[src/program.hex]
// One 32-bit instruction word per line in hex, word addresses 0 to 31 in order.
00000013
00100093
00200113
00308193
00410213
00518293
00620313
00728393
00830413
00938493
00a40513
00b48593
00c50613
00d58693
00e60713
00f68793
01070813
01178893
01280913
01388993
01490a13
01598a93
016a0b13
017a8b93
018b0c13
019b8c93
01ac0d13
01bc8d93
01cd0e13
01dd8e93
01ee0f13
01fe8f93

[src/logic/fetch_pkg.sv]
package fetch_pkg;

	// Byte address width of the fetch path and the instruction bus.
	localparam int unsigned ADDR_W = 32;

	// Request from the sequencer to the cache.
	typedef struct packed {
		logic [ADDR_W-1:0] pc;
	} fetch_req_t;

	// Fetched instruction together with the address it came from.
	typedef struct packed {
		logic [ADDR_W-1:0] pc;
		logic [31:0] instr;
	} fetch_rsp_t;

	// Wishbone classic master outputs.
	// The address is a byte address.
	typedef struct packed {
		logic cyc;
		logic stb;
		logic we;
		logic [ADDR_W-1:0] adr;
	} wb_m2s_t;

	// Wishbone classic slave outputs.
	typedef struct packed {
		logic ack;
		logic [31:0] dat;
	} wb_s2m_t;

endpackage

[src/logic/line_ram.sv]
module line_ram #(
	parameter int WIDTH = 32,
	parameter int DEPTH_LOG2 = 3
)(
	input logic i_clock,
	input logic i_write,
	input logic [DEPTH_LOG2-1:0] i_address,
	input logic [WIDTH-1:0] i_wdata,
	output logic [WIDTH-1:0] o_rdata
);

	localparam int DEPTH = 1 << DEPTH_LOG2;

	logic [WIDTH-1:0] mem [DEPTH];

	// Registered read, so the data follows the address by one cycle.
	// A write returns the old contents on the same edge.
	always_ff @(posedge i_clock) begin
		if (i_write) begin
			mem[i_address] <= i_wdata;
		end
		o_rdata <= mem[i_address];
	end

endmodule

[src/logic/fetch_sequencer.sv]
module fetch_sequencer import fetch_pkg::*; #(
	parameter logic [ADDR_W-1:0] RESET_PC = '0
)(
	input logic i_clock,
	input logic i_reset,

	input logic i_redirect_valid,
	input logic [ADDR_W-1:0] i_redirect_pc,

	output logic o_req_valid,
	output fetch_req_t o_req,
	input logic i_req_ready,

	input logic i_rsp_valid,
	input fetch_rsp_t i_rsp,
	output logic o_rsp_ready,

	output logic o_out_valid,
	output fetch_rsp_t o_out,
	input logic i_out_ready
);

	typedef enum logic [1:0] {
		seq_launch,
		seq_request,
		seq_wait
	} seq_state_t;

	seq_state_t state;
	logic [ADDR_W-1:0] pc_q;
	logic [ADDR_W-1:0] redirect_pc_q;
	logic kill_q;
	logic out_valid_q;
	fetch_rsp_t out_q;
	logic rsp_fire;

	assign o_req_valid = (state == seq_request);
	assign o_req.pc = pc_q;

	// A killed response is taken even while the output is stalled.
	assign o_rsp_ready = kill_q || i_out_ready;
	assign rsp_fire = i_rsp_valid && o_rsp_ready;

	assign o_out_valid = out_valid_q;
	assign o_out = out_q;

	always_ff @(posedge i_clock) begin
		if (i_reset) begin
			state <= seq_launch;
			pc_q <= RESET_PC;
			kill_q <= 1'b0;
			out_valid_q <= 1'b0;
		end else begin
			if (out_valid_q && i_out_ready) begin
				out_valid_q <= 1'b0;
			end

			// A request is in flight or waiting, so the redirect applies to the next one.
			if (i_redirect_valid && state != seq_launch) begin
				kill_q <= 1'b1;
				redirect_pc_q <= i_redirect_pc;
			end

			case (state)
				seq_launch: begin
					state <= seq_request;
					if (i_redirect_valid) begin
						pc_q <= i_redirect_pc;
					end
				end
				seq_request: begin
					if (i_req_ready) begin
						state <= seq_wait;
					end
				end
				seq_wait: begin
					if (rsp_fire) begin
						state <= seq_request;
						kill_q <= 1'b0;
						if (i_redirect_valid) begin
							pc_q <= i_redirect_pc;
						end else if (kill_q) begin
							pc_q <= redirect_pc_q;
						end else begin
							pc_q <= pc_q + ADDR_W'(4);
							out_q <= i_rsp;
							out_valid_q <= 1'b1;
						end
					end
				end
				default: state <= seq_launch;
			endcase
		end
	end

endmodule

[src/logic/icache.sv]
module icache import fetch_pkg::*; #(
	parameter int INDEX_BITS = 3
)(
	input logic i_clock,
	input logic i_reset,

	input logic i_req_valid,
	input fetch_req_t i_req,
	output logic o_req_ready,

	output logic o_rsp_valid,
	output fetch_rsp_t o_rsp,
	input logic i_rsp_ready,

	output wb_m2s_t o_wb,
	input wb_s2m_t i_wb
);

	localparam int TAG_W = ADDR_W - INDEX_BITS - 2;

	typedef struct packed {
		logic valid;
		logic [TAG_W-1:0] tag;
		logic [31:0] data;
	} line_t;

	typedef enum logic [2:0] {
		st_clear,
		st_idle,
		st_lookup,
		st_bus,
		st_respond
	} cache_state_t;

	cache_state_t state;
	logic [INDEX_BITS-1:0] clear_index;
	logic read_pending;
	logic bus_q;
	logic rsp_valid_q;
	logic [ADDR_W-1:0] pc_q;
	logic [31:0] instr_q;

	logic [INDEX_BITS-1:0] pc_index;
	logic [TAG_W-1:0] pc_tag;
	logic hit;

	logic ram_write;
	logic [INDEX_BITS-1:0] ram_address;
	line_t ram_wdata;
	line_t rd_line;

	assign pc_index = pc_q[INDEX_BITS+1:2];
	assign pc_tag = pc_q[ADDR_W-1 -: TAG_W];
	assign hit = rd_line.valid && (rd_line.tag == pc_tag);

	// Clearing owns the memory, otherwise it follows the latched pc.
	always_comb begin
		ram_write = 1'b0;
		ram_address = pc_index;
		ram_wdata = '{valid: 1'b1, tag: pc_tag, data: i_wb.dat};
		if (state == st_clear) begin
			ram_write = 1'b1;
			ram_address = clear_index;
			ram_wdata = '0;
		end else if (state == st_bus && i_wb.ack) begin
			ram_write = 1'b1;
		end
	end

	line_ram #(
		.WIDTH($bits(line_t)),
		.DEPTH_LOG2(INDEX_BITS)
	) lines (
		.i_clock(i_clock),
		.i_write(ram_write),
		.i_address(ram_address),
		.i_wdata(ram_wdata),
		.o_rdata(rd_line)
	);

	always_ff @(posedge i_clock) begin
		if (i_reset) begin
			state <= st_clear;
			clear_index <= '0;
			read_pending <= 1'b0;
			bus_q <= 1'b0;
			rsp_valid_q <= 1'b0;
		end else begin
			case (state)
				st_clear: begin
					clear_index <= clear_index + 1'b1;
					if (clear_index == '1) begin
						state <= st_idle;
					end
				end
				st_idle: begin
					if (i_req_valid) begin
						read_pending <= 1'b1;
						state <= st_lookup;
					end
				end
				st_lookup: begin
					// First cycle waits for the registered line read.
					if (read_pending) begin
						read_pending <= 1'b0;
					end else if (hit) begin
						rsp_valid_q <= 1'b1;
						state <= st_respond;
					end else begin
						bus_q <= 1'b1;
						state <= st_bus;
					end
				end
				st_bus: begin
					if (i_wb.ack) begin
						bus_q <= 1'b0;
						rsp_valid_q <= 1'b1;
						state <= st_respond;
					end
				end
				st_respond: begin
					if (i_rsp_ready) begin
						rsp_valid_q <= 1'b0;
						state <= st_idle;
					end
				end
				default: state <= st_clear;
			endcase
		end
	end

	always_ff @(posedge i_clock) begin
		if (state == st_idle && i_req_valid) begin
			pc_q <= i_req.pc;
		end
		if (state == st_lookup && !read_pending) begin
			instr_q <= rd_line.data;
		end
		if (state == st_bus && i_wb.ack) begin
			instr_q <= i_wb.dat;
		end
	end

	assign o_req_ready = (state == st_idle);
	assign o_rsp_valid = rsp_valid_q;
	assign o_rsp.pc = pc_q;
	assign o_rsp.instr = instr_q;

	assign o_wb.cyc = bus_q;
	assign o_wb.stb = bus_q;
	assign o_wb.we = 1'b0;
	assign o_wb.adr = {pc_q[ADDR_W-1:2], 2'b00};

	a_stb_needs_cyc: assert property (@(posedge i_clock) disable iff (i_reset)
		o_wb.stb |-> o_wb.cyc);

	// The slave may take its time, the address must wait with it.
	a_adr_hold: assert property (@(posedge i_clock) disable iff (i_reset)
		o_wb.stb && !i_wb.ack |=> o_wb.stb && $stable(o_wb.adr));

	a_rsp_hold: assert property (@(posedge i_clock) disable iff (i_reset)
		o_rsp_valid && !i_rsp_ready |=> o_rsp_valid && $stable(o_rsp));

endmodule

[src/logic/instruction_rom.sv]
module instruction_rom import fetch_pkg::*; #(
	parameter int ROM_WORDS_LOG2 = 5,
	parameter int WAIT_STATES = 2
)(
	input logic i_clock,
	input logic i_reset,
	input wb_m2s_t i_wb,
	output wb_s2m_t o_wb
);

	localparam int DEPTH = 1 << ROM_WORDS_LOG2;
	localparam int COUNT_W = (WAIT_STATES > 0) ? $clog2(WAIT_STATES + 1) : 1;

	logic [31:0] mem [DEPTH];
	logic [COUNT_W-1:0] wait_count;
	logic ack_q;
	logic [31:0] dat_q;
	logic bus_active;
	logic done;

	initial begin
		$readmemh("/design/src/program.hex", mem);
	end

	// A cycle that was just acked is not counted again.
	assign bus_active = i_wb.cyc && i_wb.stb && !ack_q;
	assign done = bus_active && (wait_count == COUNT_W'(WAIT_STATES));

	always_ff @(posedge i_clock) begin
		if (i_reset) begin
			ack_q <= 1'b0;
			wait_count <= '0;
		end else begin
			ack_q <= done;
			if (bus_active && !done) begin
				wait_count <= wait_count + 1'b1;
			end else begin
				wait_count <= '0;
			end
		end
	end

	// Word address wraps at the ROM depth.
	always_ff @(posedge i_clock) begin
		if (done) begin
			dat_q <= mem[i_wb.adr[ROM_WORDS_LOG2+1:2]];
		end
	end

	assign o_wb.ack = ack_q;
	assign o_wb.dat = dat_q;

	a_ack_needs_stb: assert property (@(posedge i_clock) disable iff (i_reset)
		o_wb.ack |-> i_wb.cyc && i_wb.stb);

endmodule

[src/logic/fetch_top.sv]
module fetch_top import fetch_pkg::*; #(
	parameter int INDEX_BITS = 3,
	parameter int ROM_WORDS_LOG2 = 5,
	parameter int WAIT_STATES = 2,
	parameter logic [ADDR_W-1:0] RESET_PC = '0
)(
	input logic i_clock,
	input logic i_reset,

	input logic i_redirect_valid,
	input logic [ADDR_W-1:0] i_redirect_pc,

	output logic o_out_valid,
	output fetch_rsp_t o_out,
	input logic i_out_ready
);

	logic req_valid;
	logic req_ready;
	fetch_req_t req;
	logic rsp_valid;
	logic rsp_ready;
	fetch_rsp_t rsp;
	wb_m2s_t wb_m2s;
	wb_s2m_t wb_s2m;

	fetch_sequencer #(
		.RESET_PC(RESET_PC)
	) sequencer (
		.i_clock(i_clock),
		.i_reset(i_reset),
		.i_redirect_valid(i_redirect_valid),
		.i_redirect_pc(i_redirect_pc),
		.o_req_valid(req_valid),
		.o_req(req),
		.i_req_ready(req_ready),
		.i_rsp_valid(rsp_valid),
		.i_rsp(rsp),
		.o_rsp_ready(rsp_ready),
		.o_out_valid(o_out_valid),
		.o_out(o_out),
		.i_out_ready(i_out_ready)
	);

	icache #(
		.INDEX_BITS(INDEX_BITS)
	) cache (
		.i_clock(i_clock),
		.i_reset(i_reset),
		.i_req_valid(req_valid),
		.i_req(req),
		.o_req_ready(req_ready),
		.o_rsp_valid(rsp_valid),
		.o_rsp(rsp),
		.i_rsp_ready(rsp_ready),
		.o_wb(wb_m2s),
		.i_wb(wb_s2m)
	);

	instruction_rom #(
		.ROM_WORDS_LOG2(ROM_WORDS_LOG2),
		.WAIT_STATES(WAIT_STATES)
	) rom (
		.i_clock(i_clock),
		.i_reset(i_reset),
		.i_wb(wb_m2s),
		.o_wb(wb_s2m)
	);

endmodule

[config.mk]
export PLATFORM = sky130hd
export DESIGN_NAME = fetch_top
export DESIGN_NICKNAME = d
export VERILOG_FILES = /design/src/logic/fetch_pkg.sv /design/src/logic/line_ram.sv /design/src/logic/fetch_sequencer.sv /design/src/logic/icache.sv /design/src/logic/instruction_rom.sv /design/src/logic/fetch_top.sv
export SDC_FILE = /design/constraint.sdc
export NUM_CORES = 1
export LEC_CHECK = 0
export ABC_AREA = 0
export BUFFER_PORTS_ARGS = -buffer_cell sky130_fd_sc_hd__buf_2
export CORE_UTILIZATION = 42
export DETAILED_ROUTE_END_ITERATION = 10
export PLACE_DENSITY_LB_ADDON = 0.25
export SLEW_MARGIN = 20
export SYNTH_ARGS = -nofsm -noshare
export SYNTH_HDL_FRONTEND = slang
export SYNTH_SLANG_ARGS = --single-unit
[constraint.sdc]
create_clock -name i_clock -period 8.8 [get_ports i_clock]
set_clock_uncertainty 0.1 [all_clocks]
set_input_delay 1.32 -clock i_clock [delete_from_list [all_inputs] [get_ports i_clock]]
set_output_delay 1.32 -clock i_clock [all_outputs]
set_load 0.05 [all_outputs]
==> impl_metrics.yaml, run 1 <==
detailed_routing:
  drt-vias-per-instance: 5.32
  vias: 8887
  drc: 0
  wl_per_cell_um: 20.5
  firstDrtPassIters: 5
  wl_mm: 34.3
  drt_iter0_drc: 776
  postRouteAntennaNets: 0
final_layout:
  layout_common_cells: "320 x edfxtp_1, 141 x nand2_1, 76 x dfxtp_1"
  multi_input_area_um2: 4390
  seq_area_um2: 11100
  num-fill-cells: 3202
  area_growth_pct: 13.5
  num_antenna_cells: 0
  nets: 1178
  layout_commonest_cell: "edfxtp_1"
  layout-drive-gt1-share_pct: 19.4
synthesis:
  synth-main-ff-cell: "edfxtp_1"
  ys_warn_count: 0
  ys_types: 62
  synthArstFlopShare_pct: 0
  synth_enable_flop_cells: 320
  yosysSeqAreaShare_pct: 70.3
  ys_seq_elements: 396
  synth_cells: 1064
  avgSynthCellArea_um2: 14.9
  netlist_area_um2: 15800
run_status:
  outcome: "completed"
floorplanning:
  design.core.area_um2: 36900
  num_io_pins: 101
  die_area_um2: 38500
  die-height_um: 196
  placementRows: 70
  initial_core_util_pct: 43.0
  die_x_um: 196
hold_path:
  hp-start: "rom.wait_count[0]"
  hp-class: "reg -> reg"
timing:
  worstMarginPinSlew_ps: 1070
  finalHoldViolCount: 0
  finalCriticalPeriod_ps: 4210
  relSlewSlack_pct: 28.5
  setup_tns_ps: 0
  finalMaxSlewViolations: 0
  max_freq_mhz: 238
  rsz0062_at_grt: "false"
  finalSetupViolations: 0
  finalCritPeriodShare_pct: 47.8
clock_tree:
  cts.sinks: 396
  cts_resized: 0
  cts_setup_buffers: 0
  clock_path_buffers: 3
  cts_buffers: 41
  cts_tree: "done"
  clock_latency_ps: 520
  cts.clk_slew.worst_paths_ps: 60
  htreeDepth: 2
  cts_root_buf: "clkbuf_16"
  cts_hold_buf: 0
power:
  sequentialPowerShare_pct: 51.5
  comb_power_share_pct: 10.7
  p_leak_nw: 6.08
  p_per_area_nw_per_um2: 244
  pwr-share-clk_pct: 37.8
  power.total_mw: 4.39
  peakVddDrop_mv: 0.117
  p_switching_mw: 1.04
  swShare_pct: 23.6
  power.internal_mw: 3.35
grt:
  grt_overflow: 0
  antenna_found_initial: 1
  grt_max_degree: 59
  grt_pass1_wl_mm: 52.7
  grt_pass1_vias: 8829
  grtUsageTotal_pct: 18.1
placed_design:
  gp_congestion: 0.794
  port_buffers: 68
  dp_hpwl_mm: 21.0
critical_path:
  start_kind: "flop"
  worstPathRequired_ps: 8830
  rr_startpoint: "cache.state[0]"
  setup.worst_path.start: "cache.state[0]"
  path_cells: "nor3_4 > inv_2 > mux2i_4 > buf_4 > nand2_1 > nor2_4"
  arrival_ps: 4240
  crit_path_max_fanout: 58
  slowest_stage: "nor2_4"
  max_stage_delay_ps: 930
  crit_type: "reg -> reg"
  end_kind: "flop"
flow_run:
  maxCapViolCount: 0
## flip-flops by register name, summed over array words and instances, names as in the netlist, 2 cells and up
signal	flops
cache.clear_index	3
cache.lines.mem	224
cache.lines.o_rdata	28
cache.pc_q	32
cache.state	3
rom.wait_count	2
sequencer.o_out	32
sequencer.o_req	32
sequencer.redirect_pc_q	32
sequencer.state	2
## area by class of cell
| class | instances | share of cell area, % |
|---|---|---|
| Timing Repair Buffer | 89 | 2.88 |
| Tap cell | 504 | 3.51 |
| Inverter | 10 | 0.209 |
| Multi-Input combinational cell | 600 | 24.4 |
| Sequential cell | 396 | 61.9 |
| Clock buffer | 59 | 6.25 |
| Clock inverter | 14 | 0.814 |
## per-layer routing
layer	vias up	wire (um)	GRT usage [%]
li1	4120	-	-
met1	4474	15200	24.7
met2	238	16600	29.9
met3	55	1670	3.11
met4	0	740	4.98
met5	-	0	0
## critical path, delay by kind of cell, from the launching register on
| family | cells | cell delay [ps] |
|---|---|---|
| simple gates | 3 | 1410 |
| mux | 1 | 330 |
| buf+inv | 2 | 1310 |
| flops | 1 | 620 |
## synth_stat cells, drive strengths merged (9+ instances only)
cell type,count,area share [%]
edfxtp,320,61
nand2,141,3.3
dfxtp,76,9.6
mux4,56,8.0
clkbuf,45,1.1
buf,44,2.0
nor2,44,1.0
a21oi,41,1.3
o21ai,30,0.95
and2,29,1.1
xnor2,23,1.3
nor3,20,0.70
nand3,18,0.57
xor2,17,0.94
nand4,16,0.63
nor4,15,0.59
o211ai,11,0.52
inv,10,0.24
a211oi,9,0.43
a21o,9,0.43
a31oi,9,0.36
## path summary, 6_finish.rpt
kind | slack [ps] | cells past startpoint | endpoint
setup / recovery | 4590 | 6 | cache.lines.mem[0][39]
hold / removal | 310 | 1 | rom.wait_count[0]
setup reg to reg | 4590 | 6 | cache.lines.mem[0][39]
hold reg to reg | 310 | 1 | rom.wait_count[0]
## stage by stage
stage          setup WS [ps]  hold WS [ps]  cell area, um^2  cells  utilization, %
2_1_floorplan           3660           290            16000   1095               -
3_3_place_gp            4610           297            16700   1598            45.2
3_5_place_dp            4540           307            16700   1598            45.2
4_1_cts                 4530           317            17900   1671            48.7
5_1_grt                 4250           323            18000   1672            48.7
6_report                4590           310            18000   1672            48.7
## kinds of logic (layout without fill, tap and decap cells)
logic type | Yosys count | after routing | synth area share [%]
multiplexers | 64 | 64 | 8.50
AO/OA/AOI/OAI | 142 | 142 | 5.74
other | 1 | 32 | 0.0237
buffers and inverters | 99 | 172 | 3.31
AND/OR/NAND/NOR | 318 | 318 | 9.61
flip-flops | 396 | 396 | 70.3
XOR/XNOR | 40 | 40 | 2.21
adder cells (fa/ha/maj) | 4 | 4 | 0.316
## power by group through the flow
stage	clock, mW	sequential, mW	combinational, mW
floorplan	0	2.27	0.357
global placement	0	2.29	0.468
detailed placement	0	2.30	0.471
CTS	1.69	2.26	0.473
global route	1.76	2.27	0.514
finish	1.66	2.26	0.470
Note: power is estimated with default switching activity, not from simulation.
==> run 2: changes to the inputs <==
- ABC_AREA: 0 -> 1
- clock period: 8.8 -> 3.65 ns (I/O delays scaled with it)
==> impl_metrics.yaml, run 2 <==
run_status:
  outcome: "completed"
clock_tree:
  clock_latency_ps: 540
  cts_setup_buffers: 0
  htreeDepth: 2
  cts.sinks: 396
  cts_resized: 0
  cts_root_buf: "clkbuf_16"
  clock_path_buffers: 3
  cts.clk_slew.worst_paths_ps: 60
  cts_buffers: 42
  cts_hold_buf: 0
  cts_tree: "done"
grt:
  grt_pass1_vias: 10219
  grt_pass1_wl_mm: 58.8
  grt_overflow: 0
  antenna_found_initial: 0
  grt_max_degree: 79
  grtUsageTotal_pct: 19.6
power:
  p_switching_mw: 5.84
  power.internal_mw: 10.8
  power.total_mw: 16.7
  sequentialPowerShare_pct: 42.3
  p_per_area_nw_per_um2: 896
  pwr-share-clk_pct: 26.6
  peakVddDrop_mv: 0.856
  swShare_pct: 35.1
  p_leak_nw: 6.78
  comb_power_share_pct: 31.0
floorplanning:
  num_io_pins: 101
  placementRows: 71
  die-height_um: 199
  initial_core_util_pct: 43.0
  design.core.area_um2: 37900
  die_area_um2: 39700
  die_x_um: 199
placed_design:
  gp_congestion: 0.889
  port_buffers: 68
  dp.cells: 1952
  dpl_cell_area_um2: 17100
  dp_hpwl_mm: 24.1
  post-place-ws_ps: 880
final_layout:
  regMostFlops: "cache.lines.mem"
  final_area_um2: 18600
  num_antenna_cells: 0
  layout_commonest_cell: "edfxtp_1"
  nets: 1525
  num-fill-cells: 3367
  fin_cells: 2029
  area_growth_pct: 13.9
  layout-drive-gt1-share_pct: 16.7
  finalCoreUtilization_pct: 49.0
  layout_common_cells: "320 x edfxtp_1, 181 x nor2_1, 175 x nand2_1"
  largest_reg_flops: 224
synthesis:
  avgSynthCellArea_um2: 11.6
  ys_types: 42
  ys_seq_elements: 396
  synth_enable_flop_cells: 320
  synth_compound_area_share_pct: 9.53
  synth_area_leaders: "edfxtp_1 59%, dfxtp_1 9.3%, nor2_1 4.4%"
  synthArstFlopShare_pct: 0
  synth_top_family_by_area: "simple AND/OR/NAND/NOR gates"
  synth_adder_area_share_pct: 0.307
  synth.area.mux_share_pct: 0
  synth.largest_area_cell: "edfxtp_1"
  yosysSeqAreaShare_pct: 68.2
  netlist_area_um2: 16300
  synth_common_cells: "320 x edfxtp_1, 191 x nor2_1, 175 x nand2_1"
  synth_top_area_share_pct: 58.9
  ys_warn_count: 0
  synth-simple-area-share_pct: 14.7
  yosysMostFrequentCell: "edfxtp_1"
  synth-main-ff-cell: "edfxtp_1"
  synth_cells: 1408
  synth_xor_area_share_pct: 1.18
detailed_routing:
  drc: 0
  routed.top_layer: "met4"
  drt_iter0_drc: 744
  dr_wl_met2_mm: 18.5
  wl_per_cell_um: 18.8
  dr_wl_met3_mm: 1.71
  drt-vias-per-instance: 5.14
  wl_met1_mm: 16.8
  postRouteAntennaNets: 0
  firstDrtPassIters: 5
  wl_mm: 38.1
  vias: 10435
timing:
  finalSetupViolations: 0
  worstMarginPinSlew_ps: 970
  relSlewSlack_pct: 35.2
  setup_tns_ps: 0
  finalHoldViolCount: 0
  finalCritPeriodShare_pct: 75.2
  fin_ws_ps: 904
  max_freq_mhz: 364
  rsz0062_at_grt: "false"
  finalMaxSlewViolations: 0
  fin_hold_ws_ps: 94.2
  finalCriticalPeriod_ps: 2750
critical_path:
  arrival_ps: 2870
  crit_type: "reg -> reg"
  end_kind: "flop"
  start_kind: "flop"
  crit_path_max_fanout: 35
  worstPathRequired_ps: 3770
flow_run:
  maxCapViolCount: 0
hold_path:
  hp-class: "in -> reg"
## run 2: changes by cell type in the layout (fill, tap and decap cells not counted), moves of 14 or more
cell	before	now
mux4_2	56	0
o211ai_1	11	94
inv_1	8	98
nand4_1	16	31
xnor2_1	23	7
nor4_1	15	1
a21oi_1	40	66
nor2_1	42	181
or2_1	0	23
nand2_1	141	175
and2_1	29	0
or2_2	3	64
o21ai_0	30	85
## run 2: logic make-up (layout without fill, tap and decap cells)
logic type | after synthesis | count (layout)
and+or+nand+nor | 533 | 533
DFF | 396 | 396
AOI/OAI and AO/OA | 256 | 256
buffers and inverters | 196 | 275
xor gates and xnor gates | 22 | 22
adders and majority gates | 4 | 4
other | 1 | 32
## run 2: worst paths after layout
check / from / to / slack, ps / depth (start not counted)
worst max register to register: cache.state[0] / cache.lines.mem[3][49] / 900 / 9
worst max-delay path: cache.state[0] / cache.lines.mem[3][49] / 900 / 9
worst min register to register: cache.pc_q[1] / sequencer.o_out[33] / 310 / 0
worst min-delay path: i_redirect_pc[6] / sequencer.redirect_pc_q[6] / 90 / 1
## run 2: per-layer routing
metal / track usage, % / vias up
li1: - / 5015
met1: 26.9 / 5068
met2: 32.2 / 281
met3: 2.48 / 71
met4: 6.72 / 0
met5: 0 / -
## run 2: critical path, cell delays in order, from the launching register on
cell and delay, ps:
dfxtp_1 340, nor2_4 170, nand2_8 120, inv_4 320
o21ai_4 100, buf_4 250, inv_4 90, nand2_1 200
nor2_4 480, buf_12 240
## run 2: layout make-up
class | count | area, um^2 | share of cell area (%)
flip-flops and latches | 396 | 11100 | 59.9
multi-input cells | 847 | 4370 | 23.5
clock buffers | 55 | 1160 | 6.25
well taps | 511 | 639 | 3.44
repair buffers | 95 | 606 | 3.26
inverters | 103 | 392 | 2.11
clock inverters | 22 | 287 | 1.54
## run 2: power groups by stage
stage | Clock (mW) | Sequential (mW) | Combinational [mW]
2_1_floorplan | 0 | 6.97 | 3.71
3_3_place_gp | 0 | 7.12 | 5.16
6_report | 4.44 | 7.05 | 5.17
3_5_place_dp | 0 | 7.13 | 5.24
5_1_grt | 4.66 | 7.14 | 5.71
4_1_cts | 4.49 | 7.05 | 5.25
